<file path="src/hw/cache_pkg.sv">
package cache_pkg;

    // processor word and cache line geometry
    localparam int WORD_W         = 32;
    localparam int LINE_W         = 128;
    localparam int WORDS_PER_LINE = 4;

    // two-way, four sets
    localparam int NUM_SETS = 4;
    localparam int NUM_WAYS = 2;

    // word address split
    localparam int TAG_W    = 26;
    localparam int INDEX_W  = 2;
    localparam int OFFSET_W = 2;

    localparam int ADDR_W      = TAG_W + INDEX_W + OFFSET_W;
    localparam int LINE_ADDR_W = TAG_W + INDEX_W;

    typedef struct packed {
        logic [TAG_W-1:0]    tag;
        logic [INDEX_W-1:0]  index;
        logic [OFFSET_W-1:0] offset;
    } proc_addr_t;

    // memory side request, held until mem_ready
    typedef struct packed {
        logic                   read;
        logic                   write;
        logic [LINE_ADDR_W-1:0] addr;
        logic [LINE_W-1:0]      wdata;
    } mem_req_t;

    // one command to all ways, set index comes from the address
    typedef struct packed {
        logic [NUM_WAYS-1:0] en;
        logic                word_wr;
        logic [OFFSET_W-1:0] offset;
        logic [WORD_W-1:0]   wdata;
        logic                fill;
        logic [TAG_W-1:0]    tag;
        logic [LINE_W-1:0]   line;
    } way_cmd_t;

    // what a way reports for the indexed set
    typedef struct packed {
        logic              hit;
        logic              valid;
        logic              dirty;
        logic [TAG_W-1:0]  tag;
        logic [LINE_W-1:0] line;
    } way_status_t;

    typedef enum logic [1:0] {
        S_IDLE,
        S_WRITE_BACK,
        S_ALLOCATE
    } cache_state_e;

endpackage

</file>
<file path="src/hw/cache_way.sv">
module cache_way #(
    parameter int WAY_ID = 0
) (
    input  logic                   clk,
    input  logic                   proc_reset,
    input  cache_pkg::proc_addr_t  addr,
    input  cache_pkg::way_cmd_t    cmd,
    output cache_pkg::way_status_t status
);
    import cache_pkg::*;

    logic [TAG_W-1:0]  tag_q  [NUM_SETS];
    logic [LINE_W-1:0] line_q [NUM_SETS];
    logic [NUM_SETS-1:0] valid_q;
    logic [NUM_SETS-1:0] dirty_q;

    logic              sel;
    logic              we;
    logic [LINE_W-1:0] base_line;
    logic [LINE_W-1:0] new_line;

    // command addressed to this way
    assign sel = cmd.en[WAY_ID];
    assign we  = sel & (cmd.fill | cmd.word_wr);

    // report the indexed set
    assign status.valid = valid_q[addr.index];
    assign status.dirty = dirty_q[addr.index];
    assign status.tag   = tag_q[addr.index];
    assign status.line  = line_q[addr.index];
    assign status.hit   = valid_q[addr.index] & (tag_q[addr.index] == addr.tag);

    // fill line or stored line, then merge the processor word
    always_comb begin
        base_line = cmd.fill ? cmd.line : line_q[addr.index];
        new_line  = base_line;
        if (cmd.word_wr) begin
            new_line[cmd.offset*WORD_W +: WORD_W] = cmd.wdata;
        end
    end

    always_ff @(posedge clk) begin
        if (we) begin
            line_q[addr.index] <= new_line;
            if (cmd.fill) begin
                tag_q[addr.index] <= cmd.tag;
            end
        end
    end

    always_ff @(posedge clk) begin
        if (proc_reset) begin
            valid_q <= '0;
            dirty_q <= '0;
        end else if (we) begin
            if (cmd.fill) begin
                valid_q[addr.index] <= 1'b1;
                // a write-allocate leaves the line dirty
                dirty_q[addr.index] <= cmd.word_wr;
            end else begin
                dirty_q[addr.index] <= 1'b1;
            end
        end
    end

endmodule

</file>
<file path="src/hw/way_select.sv">
module way_select (
    input  logic                          clk,
    input  logic                          proc_reset,
    input  cache_pkg::proc_addr_t         addr,
    input  cache_pkg::way_status_t        way_status [cache_pkg::NUM_WAYS],
    input  logic                          touch,
    input  logic                          touch_way,
    output logic                          hit,
    output logic                          hit_way,
    output logic                          victim_way,
    output logic [cache_pkg::WORD_W-1:0]  hit_word
);
    import cache_pkg::*;

    // one bit per set, points at the way to replace next
    logic [NUM_SETS-1:0] lru_q;

    logic [LINE_W-1:0] hit_line;

    // way 0 wins if both report a hit
    assign hit     = way_status[0].hit | way_status[1].hit;
    assign hit_way = ~way_status[0].hit;

    assign hit_line = way_status[hit_way].line;
    assign hit_word = hit_line[addr.offset*WORD_W +: WORD_W];

    // invalid ways first, then lru
    always_comb begin
        if (!way_status[0].valid) begin
            victim_way = 1'b0;
        end else if (!way_status[1].valid) begin
            victim_way = 1'b1;
        end else begin
            victim_way = lru_q[addr.index];
        end
    end

    always_ff @(posedge clk) begin
        if (proc_reset) begin
            lru_q <= '0;
        end else if (touch) begin
            // used way becomes most recent
            lru_q[addr.index] <= ~touch_way;
        end
    end

endmodule

</file>
<file path="src/hw/miss_controller.sv">
module miss_controller (
    input  logic                          clk,
    input  logic                          proc_reset,
    input  logic                          proc_read,
    input  logic                          proc_write,
    input  cache_pkg::proc_addr_t         addr,
    input  logic [cache_pkg::WORD_W-1:0]  proc_wdata,
    input  cache_pkg::way_status_t        way_status [cache_pkg::NUM_WAYS],
    input  logic                          hit,
    input  logic                          hit_way,
    input  logic                          victim_way,
    input  logic [cache_pkg::LINE_W-1:0]  mem_rdata,
    input  logic                          mem_ready,
    output cache_pkg::mem_req_t           mem_req,
    output cache_pkg::way_cmd_t           cmd,
    output logic                          touch,
    output logic                          touch_way,
    output logic                          proc_stall,
    output logic                          fill_valid,
    output logic [cache_pkg::WORD_W-1:0]  fill_word
);
    import cache_pkg::*;

    cache_state_e state_q;
    cache_state_e state_d;

    logic              mem_ready_q;
    logic [LINE_W-1:0] mem_rdata_q;

    logic        req;
    way_status_t victim;

    assign req    = proc_read | proc_write;
    assign victim = way_status[victim_way];

    // word the refill brings for the current offset
    assign fill_word = mem_rdata_q[addr.offset*WORD_W +: WORD_W];

    always_comb begin
        state_d    = state_q;
        mem_req    = '0;
        cmd        = '0;
        touch      = 1'b0;
        touch_way  = hit_way;
        proc_stall = 1'b0;
        fill_valid = 1'b0;

        // write data and offset are the same for hit and fill
        cmd.offset = addr.offset;
        cmd.wdata  = proc_wdata;

        case (state_q)
            S_IDLE: begin
                if (req && hit) begin
                    cmd.en[hit_way] = 1'b1;
                    cmd.word_wr     = proc_write;
                    touch           = 1'b1;
                end else if (req) begin
                    proc_stall = 1'b1;
                    if (victim.valid && victim.dirty) begin
                        mem_req.write = 1'b1;
                        mem_req.addr  = {victim.tag, addr.index};
                        mem_req.wdata = victim.line;
                        state_d       = S_WRITE_BACK;
                    end else begin
                        mem_req.read = 1'b1;
                        mem_req.addr = {addr.tag, addr.index};
                        state_d      = S_ALLOCATE;
                    end
                end
            end

            S_WRITE_BACK: begin
                proc_stall = 1'b1;
                if (mem_ready_q) begin
                    // victim written, fetch the requested line
                    mem_req.read = 1'b1;
                    mem_req.addr = {addr.tag, addr.index};
                    state_d      = S_ALLOCATE;
                end else begin
                    mem_req.write = 1'b1;
                    mem_req.addr  = {victim.tag, addr.index};
                    mem_req.wdata = victim.line;
                end
            end

            S_ALLOCATE: begin
                proc_stall = 1'b1;
                if (mem_ready_q) begin
                    // refill victim, merging a pending write
                    cmd.en[victim_way] = 1'b1;
                    cmd.fill           = 1'b1;
                    cmd.tag            = addr.tag;
                    cmd.line           = mem_rdata_q;
                    cmd.word_wr        = proc_write;
                    touch              = 1'b1;
                    touch_way          = victim_way;
                    fill_valid         = 1'b1;
                    state_d            = S_IDLE;
                end else begin
                    mem_req.read = 1'b1;
                    mem_req.addr = {addr.tag, addr.index};
                end
            end

            default: begin
                state_d = S_IDLE;
            end
        endcase
    end

    always_ff @(posedge clk) begin
        if (proc_reset) begin
            state_q     <= S_IDLE;
            mem_ready_q <= 1'b0;
        end else begin
            state_q     <= state_d;
            mem_ready_q <= mem_ready;
        end
    end

    // response data used one cycle after the ready pulse
    always_ff @(posedge clk) begin
        mem_rdata_q <= mem_rdata;
    end

endmodule

</file>
<file path="src/hw/data_cache.sv">
module data_cache (
    input  logic                               clk,
    input  logic                               proc_reset,
    input  logic                               proc_read,
    input  logic                               proc_write,
    input  logic [cache_pkg::ADDR_W-1:0]       proc_addr,
    output logic [cache_pkg::WORD_W-1:0]       proc_rdata,
    input  logic [cache_pkg::WORD_W-1:0]       proc_wdata,
    output logic                               proc_stall,
    output logic                               mem_read,
    output logic                               mem_write,
    output logic [cache_pkg::LINE_ADDR_W-1:0]  mem_addr,
    input  logic [cache_pkg::LINE_W-1:0]       mem_rdata,
    output logic [cache_pkg::LINE_W-1:0]       mem_wdata,
    input  logic                               mem_ready
);
    import cache_pkg::*;

    proc_addr_t  addr;
    mem_req_t    mem_req;
    way_cmd_t    cmd;
    way_status_t way_status [NUM_WAYS];

    logic              hit;
    logic              hit_way;
    logic              victim_way;
    logic              touch;
    logic              touch_way;
    logic              fill_valid;
    logic [WORD_W-1:0] fill_word;
    logic [WORD_W-1:0] hit_word;

    assign addr = proc_addr;

    assign mem_read  = mem_req.read;
    assign mem_write = mem_req.write;
    assign mem_addr  = mem_req.addr;
    assign mem_wdata = mem_req.wdata;

    // refill word during the fill cycle, stored word otherwise
    assign proc_rdata = fill_valid ? fill_word : hit_word;

    miss_controller u_ctrl (
        .clk        (clk),
        .proc_reset (proc_reset),
        .proc_read  (proc_read),
        .proc_write (proc_write),
        .addr       (addr),
        .proc_wdata (proc_wdata),
        .way_status (way_status),
        .hit        (hit),
        .hit_way    (hit_way),
        .victim_way (victim_way),
        .mem_rdata  (mem_rdata),
        .mem_ready  (mem_ready),
        .mem_req    (mem_req),
        .cmd        (cmd),
        .touch      (touch),
        .touch_way  (touch_way),
        .proc_stall (proc_stall),
        .fill_valid (fill_valid),
        .fill_word  (fill_word)
    );

    for (genvar w = 0; w < NUM_WAYS; w++) begin : g_way
        cache_way #(
            .WAY_ID (w)
        ) u_way (
            .clk        (clk),
            .proc_reset (proc_reset),
            .addr       (addr),
            .cmd        (cmd),
            .status     (way_status[w])
        );
    end

    way_select u_sel (
        .clk        (clk),
        .proc_reset (proc_reset),
        .addr       (addr),
        .way_status (way_status),
        .touch      (touch),
        .touch_way  (touch_way),
        .hit        (hit),
        .hit_way    (hit_way),
        .victim_way (victim_way),
        .hit_word   (hit_word)
    );

endmodule

</file>
<file path="config.mk">
export PLATFORM = sky130hd
export DESIGN_NAME = data_cache
export DESIGN_NICKNAME = d
export VERILOG_FILES = /design/src/hw/cache_pkg.sv /design/src/hw/cache_way.sv /design/src/hw/way_select.sv /design/src/hw/miss_controller.sv /design/src/hw/data_cache.sv
export SDC_FILE = /design/constraint.sdc
export NUM_CORES = 2
export LEC_CHECK = 0
export BUFFER_PORTS_ARGS = -buffer_cell sky130_fd_sc_hd__buf_2
export CAP_MARGIN = 10
export CORE_MARGIN = 4
export CORE_UTILIZATION = 55
export DETAILED_ROUTE_END_ITERATION = 10
export PLACE_DENSITY = 0.76
export SLEW_MARGIN = 40
export SYNTH_ARGS = -nofsm -noshare
export SYNTH_HDL_FRONTEND = slang
export SYNTH_SLANG_ARGS = --single-unit
export TNS_END_PERCENT = 100
</file>
<file path="constraint.sdc">
create_clock -name clk -period 14.55 [get_ports clk]
set_input_delay 2.91 -clock clk [delete_from_list [all_inputs] [get_ports clk]]
set_output_delay 2.91 -clock clk [all_outputs]
set_load 0.03 [all_outputs]
</file>
==> metrics.cfg <==
[status]
status=finished clean

[floorplan]
die_w_um=341.2
core.rowCount=121
dieArea_um2=116400
die_height_um=341.2
core_um2=109600
io_pins=386
initial_core_util_pct=55.71

[worst_setup_path]
worstSetupPathType=primary input to output pin
cpLargestDelayFamily=buffers and inverters
critical_path.max_fanout=65
rr_worst_depth=12
cp-start-kind=primary input
worstPathArrival_ps=8210
cp_num_cells=13
crit_slowest_cell=buf_4
crit_chain=buf_8, buf_4, mux2i_1, xnor2_1, a21oi_1, nor4_1, nand3_4, nor2_4, a2bb2oi_4, buf_4, buf_4, a21oi_1, buf_2
critPathBufInv=5
cp.required_ps=11640
worst_path_most_repeated_cell=buf_4
max_stage_delay_ps=720
end_kind=output pin

[hold_path]
hold_depth=2
hold_path.class=flip-flop to flip-flop

[logic_synthesis]
yosys_register_bits=1383
synth_top_flop_cell=edfxtp_1
post-synth-top-count-cell=edfxtp_1
syn_nets=4174
syn_inst=3971
yosysWarningCount=0
synth_top_area_share_pct=60.58
synth_area_um2=61070
async_flop_share_pct=0
yosysSeqAreaShare_pct=65.53
synth_edf_count=1232
synth_cell_types=70
ys_top_cells_by_area=edfxtp_1, mux4_2, mux2i_1
syn_area_per_cell_um2=15.38
synth_common_cells=edfxtp_1, a21oi_1, nand2_1
yosys.area.top_type=edfxtp_1

[cts]
cts_buffers=144
clock_path_buffers=3
clk_latency_ps=760
cts-root-buf=clkbuf_16
holdBufCountCts=0
tritoncts=built
clock-sinks=1383
clk_pin_slew_ps=60
post_cts_buffers=0
cts_resized=0
ctsHtreeMaxLevel=4

[timing]
finalCritPeriodShare_pct=76.40
worst_pin_slew_ps=918.3
tns_ps=0
slew_viol_final=0
rsz0062_at_grt=no
slew_headroom_pct=38.78
setup_viol=0
finalHoldViolations=0
skew_ps=35.83
period_minus_slack_ps=11120
max_freq_ghz=0.08996

[placed_design]
globalplace.congestion=0.9226
post-place-cells=5604
io_buffers=385
place_area_um2=64580
hpwl_mm=111.3

[pwr]
ir_worst_vdd_mv=0.1045
p_leak_nw=23.47
powerDensity_nw_per_um2=128.6

[global_routing]
use_met2_pct=44.88
antenna_found_initial=15
grt_overflow=0
grtUsageTotal_pct=31.05
grt_pass1_wl_mm=265.7
first_global_vias=39150
grt_use_met3_pct=10.43
grt_max_degree=161
use_met1_pct=44.70
top_usage_layer=met2

[drt]
wl_per_cell_um=31.22
vias_per_cell=6.794
drt_first_pass_iters=6
drc=0
ant_nets=0
route.vias.total=39920
wl_mm=183.4
drt_iter0_drc=5724

[layout]
multiInputGateArea_um2=19790
drive_gt1_share_pct=25.12
final_area_um2=69430
finalNonFillerCells=5876
fin_util_pct=63.34
syn2layout_area_growth_pct=13.70
seq_area_um2=40020
fillerInstances=7778
nets=4481

[run]
cap_viol_max_count=0

[layout make-up]
type | instances | share of cell area (%)
clock inverter | 68 | 1.081
multi-input combinational | 2250 | 28.50
sequential | 1383 | 57.64
antenna | 5 | 0.01802
timing repair buffer | 469 | 4.195
tap | 1476 | 2.660
clock buffer | 195 | 5.732
inverter | 30 | 0.1730
[stage by stage]
step,worst slack [ps],total power [mW],hold WS [ps]
3_3_place_gp,3546,5.280,442.1
3_5_place_dp,3566,5.298,448.7
4_1_cts,3495,8.945,463.4
6_report,3434,8.930,463.8
2_1_floorplan,3180,5.006,419.8
5_1_grt,3212,9.193,486.8
[registers in the layout, summed over array words and instances (netlist names)]
name	count
g_way.u_way.tag_q	208
u_sel.lru_q	4
g_way.u_way.line_q	1024
g_way.u_way.dirty_q	8
u_ctrl.state_q	2
u_ctrl.mem_rdata_q	128
u_ctrl.mem_ready_q	1
g_way.u_way.valid_q	8
[cell families (layout without fill, tap and decap cells)]
logic type                 Yosys count  after routing  share of synthesized area, %
AOI/OAI and AO/OA                  709            709                         7.075
xor gates and xnor gates            49             49                        0.7028
adders and majority gates            8              8                        0.1639
buffers and inverters              338            762                         2.524
DFF                               1383           1383                         65.53
muxes                              702            702                         18.10
other                                0              5                             0
and+or+nand+nor                    782            782                         5.897
[power breakdown]
part           leakage (nW)  internal [mW]  switching (mW)
clock                  2.31           2.16            1.53
combinational          8.78          0.267           0.555
sequential             12.4           4.40          0.0164
total                  23.5           6.83            2.10
[layout by cell type (no fill, tap or decap), drive strengths merged, types with 5 or more instances in the layout]
cell	n
o221ai	7
nor4	9
nor3b	7
nor2	57
clkbuf	195
a21oi	427
o32ai	19
or3	34
ha	8
o41ai	5
a211oi	7
o22ai	8
nand2	423
and3	141
buf	469
clkinv	42
mux4	313
a31o	8
xnor2	45
mux2	70
o311a	7
a32o	32
a31oi	5
o21ai	48
edfxtp	1232
inv	39
mux2i	319
nor3	76
dfxtp	151
bufinv	13
diode	5
o31ai	107
nand3	14
[layer usage]
metal | up-vias | share of wire [%]
li1 | 16360 | -
met1 | 19970 | 38
met2 | 3214 | 44
met3 | 373 | 15
met4 | 6 | 3.3
met5 | - | 0.019
[worst paths after layout]
path	from	endpoint	slack, ps
setup / recovery	proc_addr[3]	mem_wdata[111]	3430
hold / removal	g_way[1].u_way.valid_q[3]$_SDFFE_PP0P_	g_way[1].u_way.valid_q[3]$_SDFFE_PP0P_	460
setup reg to reg	g_way[0].u_way.tag_q[3][8]$_DFFE_PP_	g_way[0].u_way.line_q[2][34]$_DFFE_PP_	8710
hold reg to reg	g_way[1].u_way.valid_q[3]$_SDFFE_PP0P_	g_way[1].u_way.valid_q[3]$_SDFFE_PP0P_	460
[worst register-to-register path: stages, from the launching register on]
cell	delay (ps)
edfxtp_1	410
mux4_2	500
xnor2_1	200
nand2_1	130
nor4_1	460
nand3_4	580
nor2_4	360
buf_6	640
a32oi_1	430
buf_2	270
nor2_4	90
buf_4	620
buf_6	700
(Power assumes the default switching activity.)
